===== src/hdl/codes.sv =====
package codes;

  typedef enum logic [1:0] {
    FETCH = 2'd0,
    EXEC1 = 2'd1,
    EXEC2 = 2'd2
  } state_t;

  // Primary opcode, instruction bits 31:26.
  typedef enum logic [5:0] {
    OP_SPECIAL = 6'h00,
    OP_ADDIU   = 6'h09,
    OP_SLTI    = 6'h0a,
    OP_SLTIU   = 6'h0b,
    OP_ANDI    = 6'h0c,
    OP_ORI     = 6'h0d,
    OP_XORI    = 6'h0e,
    OP_LW      = 6'h23,
    OP_SW      = 6'h2b
  } opcode_t;

  // SPECIAL function field, bits 5:0.
  typedef enum logic [5:0] {
    FUNC_JR   = 6'h08,
    FUNC_MFHI = 6'h10,
    FUNC_MTHI = 6'h11,
    FUNC_MFLO = 6'h12,
    FUNC_MTLO = 6'h13,
    FUNC_ADDU = 6'h21,
    FUNC_SUBU = 6'h23,
    FUNC_AND  = 6'h24,
    FUNC_OR   = 6'h25,
    FUNC_XOR  = 6'h26,
    FUNC_SLT  = 6'h2a,
    FUNC_SLTU = 6'h2b
  } func_t;

  typedef enum logic {
    REGFILE_ADDR_SEL_RT = 1'b0,
    REGFILE_ADDR_SEL_RD = 1'b1
  } regfile_addr_sel_t;

  typedef struct packed {
    opcode_t    op;
    logic [4:0] rs;
    logic [4:0] rt;
    logic [4:0] rd;
    logic [4:0] shamt;
    func_t      funct;
  } r_type_t;

  typedef struct packed {
    opcode_t     op;
    logic [4:0]  rs;
    logic [4:0]  rt;
    logic [15:0] imm;
  } i_type_t;

  // One IR word, read in either layout.
  typedef union packed {
    r_type_t rtype;
    i_type_t itype;
  } instr_u;

  typedef struct packed {
    logic [31:0] addr;
    logic [31:0] wdata;
    logic        we;
  } mem_req_t;

  localparam logic [31:0] RESET_PC = 32'h0000_0000;

endpackage

===== src/hdl/cpu_top.sv =====
`timescale 1ns/10ps

module cpu_top #(
  parameter logic [31:0] RESET_PC = codes::RESET_PC
) (
  input  logic            clk_i,
  input  logic            rst_n_i,
  output codes::mem_req_t mem_req_o,
  output logic            mem_req_valid_o,
  input  logic            mem_req_ready_i,
  input  logic [31:0]     mem_rdata_i
);

  import codes::*;

  state_t            state;
  logic              step;
  opcode_t           opcode;
  func_t             funct;
  logic              pc_write_en;
  logic              ir_write_en;
  logic              ram_write_en;
  logic              ram_read_en;
  logic              src_b_sel;
  logic              ram_addr_sel;
  logic              regfile_writedata_sel;
  logic              regfile_write_en;
  logic              hi_write_en;
  logic              lo_write_en;
  regfile_addr_sel_t regfile_addr_3_sel;

  sequencer sequencer_inst (
    .clk_i           (clk_i),
    .rst_n_i         (rst_n_i),
    .mem_req_valid_i (mem_req_valid_o),
    .mem_req_ready_i (mem_req_ready_i),
    .state_o         (state),
    .step_o          (step)
  );

  control control_inst (
    .state_i                 (state),
    .opcode_i                (opcode),
    .function_i              (funct),
    .pc_write_en_o           (pc_write_en),
    .ir_write_en_o           (ir_write_en),
    .ram_write_en_o          (ram_write_en),
    .ram_read_en_o           (ram_read_en),
    .src_b_sel_o             (src_b_sel),
    .ram_addr_sel_o          (ram_addr_sel),
    .regfile_writedata_sel_o (regfile_writedata_sel),
    .regfile_write_en_o      (regfile_write_en),
    .hi_write_en_o           (hi_write_en),
    .lo_write_en_o           (lo_write_en),
    .regfile_addr_3_sel_o    (regfile_addr_3_sel)
  );

  datapath #(
    .RESET_PC (RESET_PC)
  ) datapath_inst (
    .clk_i                   (clk_i),
    .rst_n_i                 (rst_n_i),
    .step_i                  (step),
    .state_i                 (state),
    .pc_write_en_i           (pc_write_en),
    .ir_write_en_i           (ir_write_en),
    .ram_write_en_i          (ram_write_en),
    .ram_read_en_i           (ram_read_en),
    .src_b_sel_i             (src_b_sel),
    .ram_addr_sel_i          (ram_addr_sel),
    .regfile_writedata_sel_i (regfile_writedata_sel),
    .regfile_write_en_i      (regfile_write_en),
    .hi_write_en_i           (hi_write_en),
    .lo_write_en_i           (lo_write_en),
    .regfile_addr_3_sel_i    (regfile_addr_3_sel),
    .mem_rdata_i             (mem_rdata_i),
    .mem_req_o               (mem_req_o),
    .mem_req_valid_o         (mem_req_valid_o),
    .opcode_o                (opcode),
    .function_o              (funct)
  );

endmodule


===== src/hdl/datapath.sv =====
`timescale 1ns/10ps

module datapath #(
  parameter logic [31:0] RESET_PC = codes::RESET_PC
) (
  input  logic                     clk_i,
  input  logic                     rst_n_i,
  input  logic                     step_i,
  input  codes::state_t            state_i,
  input  logic                     pc_write_en_i,
  input  logic                     ir_write_en_i,
  input  logic                     ram_write_en_i,
  input  logic                     ram_read_en_i,
  input  logic                     src_b_sel_i,
  input  logic                     ram_addr_sel_i,
  input  logic                     regfile_writedata_sel_i,
  input  logic                     regfile_write_en_i,
  input  logic                     hi_write_en_i,
  input  logic                     lo_write_en_i,
  input  codes::regfile_addr_sel_t regfile_addr_3_sel_i,
  input  logic [31:0]              mem_rdata_i,
  output codes::mem_req_t          mem_req_o,
  output logic                     mem_req_valid_o,
  output codes::opcode_t           opcode_o,
  output codes::func_t             function_o
);

  import codes::*;

  logic [31:0] pc_q;
  logic [31:0] pc_next;
  logic [31:0] hi_q;
  logic [31:0] lo_q;
  instr_u      ir_q;
  instr_u      instr;
  logic        is_jr;
  logic [4:0]  rf_addr_3;
  logic [31:0] rf_rdata_1;
  logic [31:0] rf_rdata_2;
  logic [31:0] rf_wdata;
  logic [31:0] imm_sx;
  logic [31:0] src_b;
  logic [31:0] alu_result;

  // Fetched word is still on the read bus during EXEC1.
  assign instr      = (state_i == EXEC1) ? instr_u'(mem_rdata_i) : ir_q;
  assign opcode_o   = instr.rtype.op;
  assign function_o = instr.rtype.funct;

  assign imm_sx    = {{16{instr.itype.imm[15]}}, instr.itype.imm};
  assign src_b     = src_b_sel_i ? imm_sx : rf_rdata_2;
  assign rf_addr_3 = (regfile_addr_3_sel_i == REGFILE_ADDR_SEL_RD) ?
                     instr.rtype.rd : instr.rtype.rt;
  assign rf_wdata  = regfile_writedata_sel_i ? alu_result : mem_rdata_i; // Load data.

  regfile regfile_inst (
    .clk_i         (clk_i),
    .rst_n_i       (rst_n_i),
    .addr_1_i      (instr.rtype.rs),
    .addr_2_i      (instr.rtype.rt),
    .addr_3_i      (rf_addr_3),
    .write_data_i  (rf_wdata),
    .write_en_i    (regfile_write_en_i & step_i),
    .read_data_1_o (rf_rdata_1),
    .read_data_2_o (rf_rdata_2)
  );

  alu alu_inst (
    .instr_i  (instr),
    .src_a_i  (rf_rdata_1),
    .src_b_i  (src_b),
    .hi_i     (hi_q),
    .lo_i     (lo_q),
    .result_o (alu_result)
  );

  assign is_jr   = (instr.rtype.op == OP_SPECIAL) && (instr.rtype.funct == FUNC_JR);
  assign pc_next = is_jr ? rf_rdata_1 : pc_q + 32'd4;

  always_ff @(posedge clk_i or negedge rst_n_i) begin
    if (!rst_n_i) begin
      pc_q <= RESET_PC;
    end else if (step_i && pc_write_en_i) begin
      pc_q <= pc_next;
    end
  end

  always_ff @(posedge clk_i) begin
    if (step_i && ir_write_en_i) begin
      ir_q <= instr;
    end
    if (step_i && hi_write_en_i) begin
      hi_q <= rf_rdata_1; // MTHI takes rs.
    end
    if (step_i && lo_write_en_i) begin
      lo_q <= rf_rdata_1;
    end
  end

  assign mem_req_o.addr  = ram_addr_sel_i ? alu_result : pc_q;
  assign mem_req_o.wdata = rf_rdata_2;
  assign mem_req_o.we    = ram_write_en_i;

  // No request until reset is released.
  assign mem_req_valid_o = rst_n_i & (ram_read_en_i | ram_write_en_i);

endmodule


===== src/hdl/alu.sv =====
`timescale 1ns/10ps

module alu (
  input  codes::instr_u instr_i,
  input  logic [31:0]   src_a_i,
  input  logic [31:0]   src_b_i,
  input  logic [31:0]   hi_i,
  input  logic [31:0]   lo_i,
  output logic [31:0]   result_o
);

  import codes::*;

  logic [31:0] imm_zx;
  logic        lt_signed;
  logic        lt_unsigned;

  // Logical immediates are zero extended.
  assign imm_zx      = {16'b0, instr_i.itype.imm};
  assign lt_signed   = ($signed(src_a_i) < $signed(src_b_i));
  assign lt_unsigned = (src_a_i < src_b_i);

  always_comb begin
    case (instr_i.itype.op)
      OP_ANDI:  result_o = src_a_i & imm_zx;
      OP_ORI:   result_o = src_a_i | imm_zx;
      OP_XORI:  result_o = src_a_i ^ imm_zx;
      OP_SLTI:  result_o = {31'b0, lt_signed};
      OP_SLTIU: result_o = {31'b0, lt_unsigned};
      OP_SPECIAL: begin
        case (instr_i.rtype.funct)
          FUNC_SUBU: result_o = src_a_i - src_b_i;
          FUNC_AND:  result_o = src_a_i & src_b_i;
          FUNC_OR:   result_o = src_a_i | src_b_i;
          FUNC_XOR:  result_o = src_a_i ^ src_b_i;
          FUNC_SLT:  result_o = {31'b0, lt_signed};
          FUNC_SLTU: result_o = {31'b0, lt_unsigned};
          FUNC_MFHI: result_o = hi_i;
          FUNC_MFLO: result_o = lo_i;
          default:   result_o = src_a_i + src_b_i;
        endcase
      end
      default: result_o = src_a_i + src_b_i; // ADDIU and address add.
    endcase
  end

endmodule


===== src/hdl/regfile.sv =====
`timescale 1ns/10ps

module regfile (
  input  logic        clk_i,
  input  logic        rst_n_i,
  input  logic [4:0]  addr_1_i,
  input  logic [4:0]  addr_2_i,
  input  logic [4:0]  addr_3_i,
  input  logic [31:0] write_data_i,
  input  logic        write_en_i,
  output logic [31:0] read_data_1_o,
  output logic [31:0] read_data_2_o
);

  logic [31:0] regs_q [32];

  always_ff @(posedge clk_i or negedge rst_n_i) begin
    if (!rst_n_i) begin
      for (int i = 0; i < 32; i++) begin
        regs_q[i] <= '0;
      end
    end else if (write_en_i && (addr_3_i != 5'd0)) begin
      regs_q[addr_3_i] <= write_data_i;
    end
  end

  // $zero.
  assign read_data_1_o = (addr_1_i == 5'd0) ? '0 : regs_q[addr_1_i];
  assign read_data_2_o = (addr_2_i == 5'd0) ? '0 : regs_q[addr_2_i];

endmodule


===== src/hdl/sequencer.sv =====
`timescale 1ns/10ps

module sequencer (
  input  logic          clk_i,
  input  logic          rst_n_i,
  input  logic          mem_req_valid_i,
  input  logic          mem_req_ready_i,
  output codes::state_t state_o,
  output logic          step_o
);

  import codes::*;

  state_t state_q;
  state_t state_d;

  // Hold while a request waits for ready.
  assign step_o = ~mem_req_valid_i | mem_req_ready_i;

  always_comb begin
    case (state_q)
      FETCH:   state_d = EXEC1;
      EXEC1:   state_d = EXEC2;
      default: state_d = FETCH;
    endcase
  end

  always_ff @(posedge clk_i or negedge rst_n_i) begin
    if (!rst_n_i) begin
      state_q <= FETCH;
    end else if (step_o) begin
      state_q <= state_d;
    end
  end

  assign state_o = state_q;

endmodule


===== src/hdl/control.sv =====
`timescale 1ns/10ps

module control (
  input  codes::state_t            state_i,
  input  codes::opcode_t           opcode_i,
  input  codes::func_t             function_i,
  output logic                     pc_write_en_o,
  output logic                     ir_write_en_o,
  output logic                     ram_write_en_o,
  output logic                     ram_read_en_o,
  output logic                     src_b_sel_o,
  output logic                     ram_addr_sel_o,
  output logic                     regfile_writedata_sel_o,
  output logic                     regfile_write_en_o,
  output logic                     hi_write_en_o,
  output logic                     lo_write_en_o,
  output codes::regfile_addr_sel_t regfile_addr_3_sel_o
);

  import codes::*;

  logic is_fetch;
  logic is_exec1;
  logic is_exec2;

  assign is_fetch = (state_i == FETCH);
  assign is_exec1 = (state_i == EXEC1);
  assign is_exec2 = (state_i == EXEC2);

  always_comb begin
    // Common to every instruction.
    pc_write_en_o           = is_exec2;
    ir_write_en_o           = is_exec1;
    ram_write_en_o          = 1'b0;
    ram_read_en_o           = is_fetch;
    src_b_sel_o             = 1'b0;
    ram_addr_sel_o          = 1'b0;
    regfile_writedata_sel_o = 1'b0;
    regfile_write_en_o      = 1'b0;
    hi_write_en_o           = 1'b0;
    lo_write_en_o           = 1'b0;
    regfile_addr_3_sel_o    = REGFILE_ADDR_SEL_RT;

    case (opcode_i)
      OP_SW: begin
        ram_write_en_o |= is_exec2;
        src_b_sel_o    |= is_exec2;
        ram_addr_sel_o |= is_exec2;
      end
      OP_LW: begin
        ram_read_en_o      |= is_exec1; // Data read at rs + imm.
        src_b_sel_o        |= is_exec1;
        ram_addr_sel_o     |= is_exec1;
        regfile_write_en_o |= is_exec2;
      end
      OP_ADDIU, OP_ANDI, OP_ORI, OP_XORI, OP_SLTI, OP_SLTIU: begin
        regfile_write_en_o      |= is_exec2;
        src_b_sel_o             |= is_exec2;
        regfile_writedata_sel_o |= is_exec2;
      end
      OP_SPECIAL: begin
        case (function_i)
          FUNC_MTHI: hi_write_en_o = is_exec2;
          FUNC_MTLO: lo_write_en_o = is_exec2;
          FUNC_ADDU, FUNC_SUBU, FUNC_AND, FUNC_OR, FUNC_XOR, FUNC_SLT, FUNC_SLTU,
          FUNC_MFHI, FUNC_MFLO: begin
            regfile_write_en_o      = is_exec2;
            regfile_writedata_sel_o = is_exec2;
            regfile_addr_3_sel_o    = REGFILE_ADDR_SEL_RD;
          end
          default: begin
            // JR only moves the PC.
          end
        endcase
      end
      default: begin
      end
    endcase
  end

endmodule


===== config.mk =====
export PLATFORM = sky130hd
export DESIGN_NAME = cpu_top
export DESIGN_NICKNAME = d
export VERILOG_FILES = /design/src/hdl/codes.sv /design/src/hdl/cpu_top.sv /design/src/hdl/datapath.sv /design/src/hdl/alu.sv /design/src/hdl/regfile.sv /design/src/hdl/sequencer.sv /design/src/hdl/control.sv
export SDC_FILE = /design/constraint.sdc
export NUM_CORES = 2
export LEC_CHECK = 0
export BUFFER_PORTS_ARGS = -buffer_cell sky130_fd_sc_hd__buf_2
export CAP_MARGIN = 10
export CORE_MARGIN = 4
export CORE_UTILIZATION = 46
export CTS_BUF_LIST = sky130_fd_sc_hd__clkbuf_4
export CTS_CLUSTER_SIZE = 12
export DETAILED_ROUTE_END_ITERATION = 6
export GPL_ROUTABILITY_DRIVEN = 0
export HOLD_SLACK_MARGIN = 0.1
export PLACE_DENSITY_LB_ADDON = 0.12
export SYNTH_ARGS = -nofsm -noshare
export SYNTH_HDL_FRONTEND = slang
export SYNTH_SLANG_ARGS = --single-unit
export TNS_END_PERCENT = 50

===== constraint.sdc =====
create_clock -name clk_i -period 15.53 [get_ports clk_i]
set_input_delay 1.553 -clock clk_i [delete_from_list [all_inputs] [get_ports clk_i]]
set_output_delay 1.553 -clock clk_i [all_outputs]
set_load 0.05 [all_outputs]

## After elaboration in Yosys (flattened, before gate mapping)

Cells that the tools add are included.

| storage, ports and cells | value |
|---|---|
| bits in registers | 1154 |
| output and inout port bits | 66 |
| memory bits (read-only) | 0 |
| memories | 0 |
| bits in latches | 0 |
| RAM bits | 0 |
| word-level logic and storage cells | 132 |
| input bits | 35 |

| operators by class | value |
|---|---|
| equality and inequality tests | 22 |
| add/subtract/negate cells | 3 |
| order comparisons | 6 |
| multiply operators | 0 |
| muxes and demuxes | 33 |
| reductions and logical operators | 16 |
| bitwise gates (word level) | 15 |
| shift-type cells | 0 |
| div/mod/pow operators | 0 |

Operator list:

| operator | count |
|---|---|
| 1024-bit bitwise mux | 1 |
| 32-bit 2-to-1 mux | 12 |
| 32-bit binary-select mux with 5-bit select | 2 |
| 32-bit case mux with 8 select lines | 1 |
| 32-bit case mux with 6 select lines | 1 |
| 32-bit demux with 5-bit select | 1 |
| 32-bit < comparator | 2 |
| 6-bit equality test (second input constant) | 9 |
| 6-bit by 4-bit equality test with 1-bit output (second input constant) | 7 |
| 32-bit by 3-bit adder with 32-bit output (second input constant) | 1 |
| 32-bit adder | 1 |
| 32-bit by 16-bit AND with 32-bit output | 1 |
| 32-bit AND | 1 |
| 32-bit by 16-bit OR with 32-bit output | 1 |
| 32-bit OR | 1 |
| 32-bit subtractor | 1 |
| 32-bit by 16-bit bitwise XOR with 32-bit output | 1 |
| 32-bit bitwise XOR | 1 |
| 6-bit by 5-bit equality test with 1-bit output (second input constant) | 4 |
| 6-bit greater-or-equal comparator (second input constant) | 3 |
| 5-bit NOT with 6-bit output | 3 |
| 7-bit OR reduction | 2 |
| 5-bit logical NOT | 2 |
| 1-bit 2-to-1 mux | 9 |
| other kinds (15) | 27 |

## Depth between registers and ports, before layout

| depth | value |
|---|---|
| depth after elaboration | 13 |
| mapped depth | 32 |
| gate-level depth less buffers | 22 |

## Cells and area by module

Synthesis repeated with hierarchy kept, for this count alone.

| unflattened totals | value |
|---|---|
| cell total of the unflattened synthesis | 5149 |
| area total of the unflattened synthesis | 67982.7 um^2 |

Modules (own cells, without submodules):

| module | times used | area each (um^2) | sequential area each (um^2) | cells each |
|---|---|---|---|---|
| regfile | 1 | 54075.6 | 25624.6 | 3513 |
| datapath | 1 | 6820.3 | 3683.5 | 551 |
| alu | 1 | 6757.7 | 0.0 | 1042 |
| control | 1 | 225.2 | 0.0 | 36 |
| sequencer | 1 | 103.8 | 50.0 | 7 |

## Least setup slack after synthesis

No wires, ideal clock.

| timing | value |
|---|---|
| path type | input-to-output |
| from | input mem_rdata_i[21] |
| to | output mem_req_o[49] (netlist bit) |
| arrival time | 7445 ps |
| path buffers | 8 |
| required time | 13977 ps |
| setup slack | 6532 ps |
| cell stages on the path | 26 |
| cells stage by stage | and3b_1 -> buf_4 -> a21oi_4 -> buf_2 -> buf_2 -> buf_2 -> buf_2 -> buf_2 -> clkbuf_1 -> buf_1 -> nand3_1 -> a311oi_1 -> a31oi_1 -> a32oi_1 -> inv_1 -> ha_1 -> fa_1 -> a21oi_1 -> o21ai_0 -> a21oi_1 -> o22ai_1 -> nor2b_1 -> o21ai_0 -> xnor2_1 -> nor2_1 -> o21ai_0 |

RTL lines:

| element | line | text |
|---|---|---|
| from (decl) | cpu_top.sv:11 | `input logic [31:0] mem_rdata_i` |
| to (decl) | cpu_top.sv:8 | `output codes::mem_req_t mem_req_o,` |

==> results.yml <==
outcome:
  outcome: "finished, final reports clean"
setup_path:
  rrSetupSlack_ps: 4850
  arrival_ps: 11280
  r2r_end: "datapath_inst.regfile_inst.regs_q[633]"
  cp.required_ps: 13980
  path_max_fanout: 55
  ff2ff_path_depth: 24
  end_kind: "output pin"
  start_kind: "flip-flop"
  crit_type: "reg -> out"
  r2r-start: "sequencer_inst.state_o[1]"
yosys:
  synth_enable_flop_cells: 96
  syn_inst: 7505
  synth-async-reset-ratio_pct: 91.68
  synthAdderAreaFrac_pct: 2.436
  synth.distinct_cells: 97
  synth_top_family_by_area: "simple AND/OR/NAND/NOR gates"
  yosys_warnings: 0
  avgSynthCellArea_um2: 9.049
  netlist_top_cells_count: "nand2_1, dfrtp_1, o21ai_0"
  synth_top_area_share_pct: 38.99
  synth_compound_area_share_pct: 16.06
  synth.largest_area_cell: "dfrtp_1"
  yosys.area_share.simple_pct: 17.83
  synth-xor-area-share_pct: 0.7351
  synth.mux.area_fraction_pct: 14.11
  syn_nets: 7671
  yosys-top-cells-area: "dfrtp_1, nand2_1, mux4_2"
  synth_top_flop_cell: "dfrtp_1"
  ys_ff_latch: 1154
  synth_most_common_cell: "nand2_1"
  netlist_area_um2: 67910
  ys_seq_area_share_pct: 43.23
floorplan:
  core_area_um2: 146100
  boundaryPins: 101
  dieHeight_um: 392.2
  die_x_um: 392.2
  start_util_pct: 46.49
  row_count: 140
  dieArea_um2: 153800
timing:
  rsz0062_at_grt: "no"
  finalCritPeriodShare_pct: 82.66
  post-route-min-period_ps: 12840
  tns_ps: 0
  hold_viol_final: 0
  fin_skew_ps: 180.9
  setup_viol: 0
  maxSlewViolCount: 0
  worst_pin_slew_ps: 1426
  slew_headroom_pct: 4.504
  fmax_mhz: 77.90
clocking:
  cts-root-buf: "clkbuf_4"
  cts_max_level: 5
  cts_buffers: 333
  clkLatencyLatePin_ps: 1380
  cts_resized: 0
  cts_max_path_buffers: 4
  cts_tree: "yes"
  clk_pin_slew_worst_paths_ps: 90
  clock_sinks: 1154
power:
  p_comb_share_pct: 61.6
  total_power_mw: 17.79
  seq_power_share_pct: 22.4
  pwr-share-clk_pct: 16.0
  p_int_mw: 8.281
  vdd_drop_max_uv: 286.9
  p_sw_share_pct: 53.44
  p_switching_mw: 9.505
  power_density_nw_per_um2: 241.2
  power.leakage_nw: 32.05
drt:
  vias: 61493
  vias_per_cell: 6.434
  drtIter0Drc: 6888
  drtPass1Iterations: 7
  drt-wirelength-per-cell_um: 28.89
  wirelength_mm: 276.2
  drc: 0
  ant_nets: 0
global_routing:
  antenna_found_initial: 10
  grt_pass1_vias: 59339
  grt_max_degree: 185
  grt_pass1_wl_mm: 405.4
  grt_usage_pct: 35.68
  globalRouteOverflowTotal: 0
worst_hold_path:
  hold_class: "reg -> reg"
  holdCritStartpoint: "datapath_inst.regfile_inst.regs_q[1021]"
  holdPathEnd: "datapath_inst.regfile_inst.regs_q[1021]"
  min_path_cells: 0
finish:
  final_layout_size_suffix_gt1_share_pct: 17.74
  syn_to_final_growth_pct: 8.567
  final_nets: 7571
placed_design:
  hpwl_mm: 167.3
  io_buffers: 100
run:
  drv_cap: 0
-- critical path, stage by stage (launching register included) --
cell and delay [ps]:
dfrtp_1 370, buf_4 220, and2b_2 580, buf_4 550, mux2i_4 380, buf_4 490
buf_4 690, buf_4 800, nand2_1 110, a31oi_1 190, o221ai_1 120, a311oi_1 590
a31oi_1 220, a21o_1 290, ha_1 640, nand2_1 140, nor4_1 680, inv_1 110
a2111oi_0 980, nor3_1 360, o41ai_1 480, xnor2_1 180, nand2_1 120, a21oi_1 250
buf_2 290
-- state kept, by name (all words and copies together) (netlist names) --
register	flops
datapath_inst.pc_q	32
datapath_inst.regfile_inst.regs_q	1024
sequencer_inst.state_o	2
datapath_inst.hi_q	32
datapath_inst.ir_q	32
datapath_inst.lo_q	32
-- how the worst max path moves through the flow --
stage	startpoint	to	slack, ps	cells past startpoint
final	sequencer_inst.state_o[1]	mem_req_o[62]	2690	24
after global routing	sequencer_inst.state_o[1]	mem_req_o[62]	2610	24
after CTS	sequencer_inst.state_o[1]	mem_req_o[62]	2960	24
after detailed placement	mem_rdata_i[17]	mem_req_o[62]	4040	22
after global placement	mem_rdata_i[17]	mem_req_o[62]	4340	22
after floorplan	mem_rdata_i[21]	mem_req_o[49]	6530	26
-- cell type report --
type / count / area (um^2)
fill: 14041 / 72360
multi-input combinational: 5468 / 35400
sequential: 1154 / 29360
clock buffer: 476 / 3573
tap: 1917 / 2399
timing repair buffer: 264 / 1802
inverter: 184 / 743.2
clock inverter: 77 / 410.4
antenna: 18 / 45.04
-- power by group through the flow --
stage               Sequential [mW]  Combinational (mW)  Clock (mW)
floorplan                      3.89                7.05           0
global placement               4.01                10.5           0
detailed placement             4.03                10.5           0
CTS                            3.97                10.6        2.88
global route                   4.04                11.5        3.07
finish                         3.98                11.0        2.84
-- stage by stage --
| step | utilization [%] | hold slack, ps | cells | setup WS [ps] | cell area (um^2) |
|---|---|---|---|---|---|
| 5_1_grt | 50.46 | 382.9 | 9551 | 2612 | 73710 |
| 2_1_floorplan | - | 424.6 | 7505 | 6532 | 67910 |
| 6_report | 50.47 | 378.2 | 9558 | 2693 | 73730 |
| 3_5_place_dp | 47.68 | 364.5 | 8983 | 4038 | 69660 |
| 3_3_place_gp | 47.68 | 361.5 | 8983 | 4339 | 69660 |
| 4_1_cts | 50.42 | 380.2 | 9537 | 2964 | 73650 |
-- kinds of logic after synthesis --
logic type,Yosys count
flip-flops,1154
multiplexers,607
AND/OR/NAND/NOR,2881
AO/OA/AOI/OAI,1792
adder cells (fa/ha/maj),131
buffers and inverters,883
XOR/XNOR,57
-- repair_timing --
| item | in CTS | in global routing |
|---|---|---|
| hold buffers | 1 | 0 |
| setup buffers | 0 | 0 |
| endpoints found under the hold margin | 7 | 0 |
-- metal layers --
layer  track usage, %  vias to the layer above  share of wire (%)
li1                 -                    26609                  -
met1            48.11                    30230                 39
met2            52.26                     3794                 43
met3            9.789                      854                 12
met4            19.42                        6                5.9
met5                0                        -              0.015
-- cells in the final DEF (no fill, tap or decap), types with 15 or more instances in the layout --
master,count
mux2_2,183
nand4_1,18
a211oi_1,71
nor3_1,52
a221oi_1,23
o211ai_1,24
inv_1,169
mux2_1,16
clkinv_1,57
ha_1,129
a31oi_1,82
nor2b_1,15
and3_1,68
a21oi_1,217
diode_2,18
nand2b_1,18
o22ai_1,29
a22oi_1,34
edfxtp_1,96
o21ai_0,728
mux2i_1,134
buf_2,99
nor4_1,15
buf_4,157
mux4_2,255
a2111oi_0,36
o21ai_1,197
o21bai_1,16
xnor2_1,45
dfrtp_1,1058
nand2_4,29
clkbuf_4,476
a311oi_1,103
nand3_1,455
nor2_1,214
a21o_1,33
o31ai_1,17
nand2_1,1909
Power figures use the tool's default switching activity.
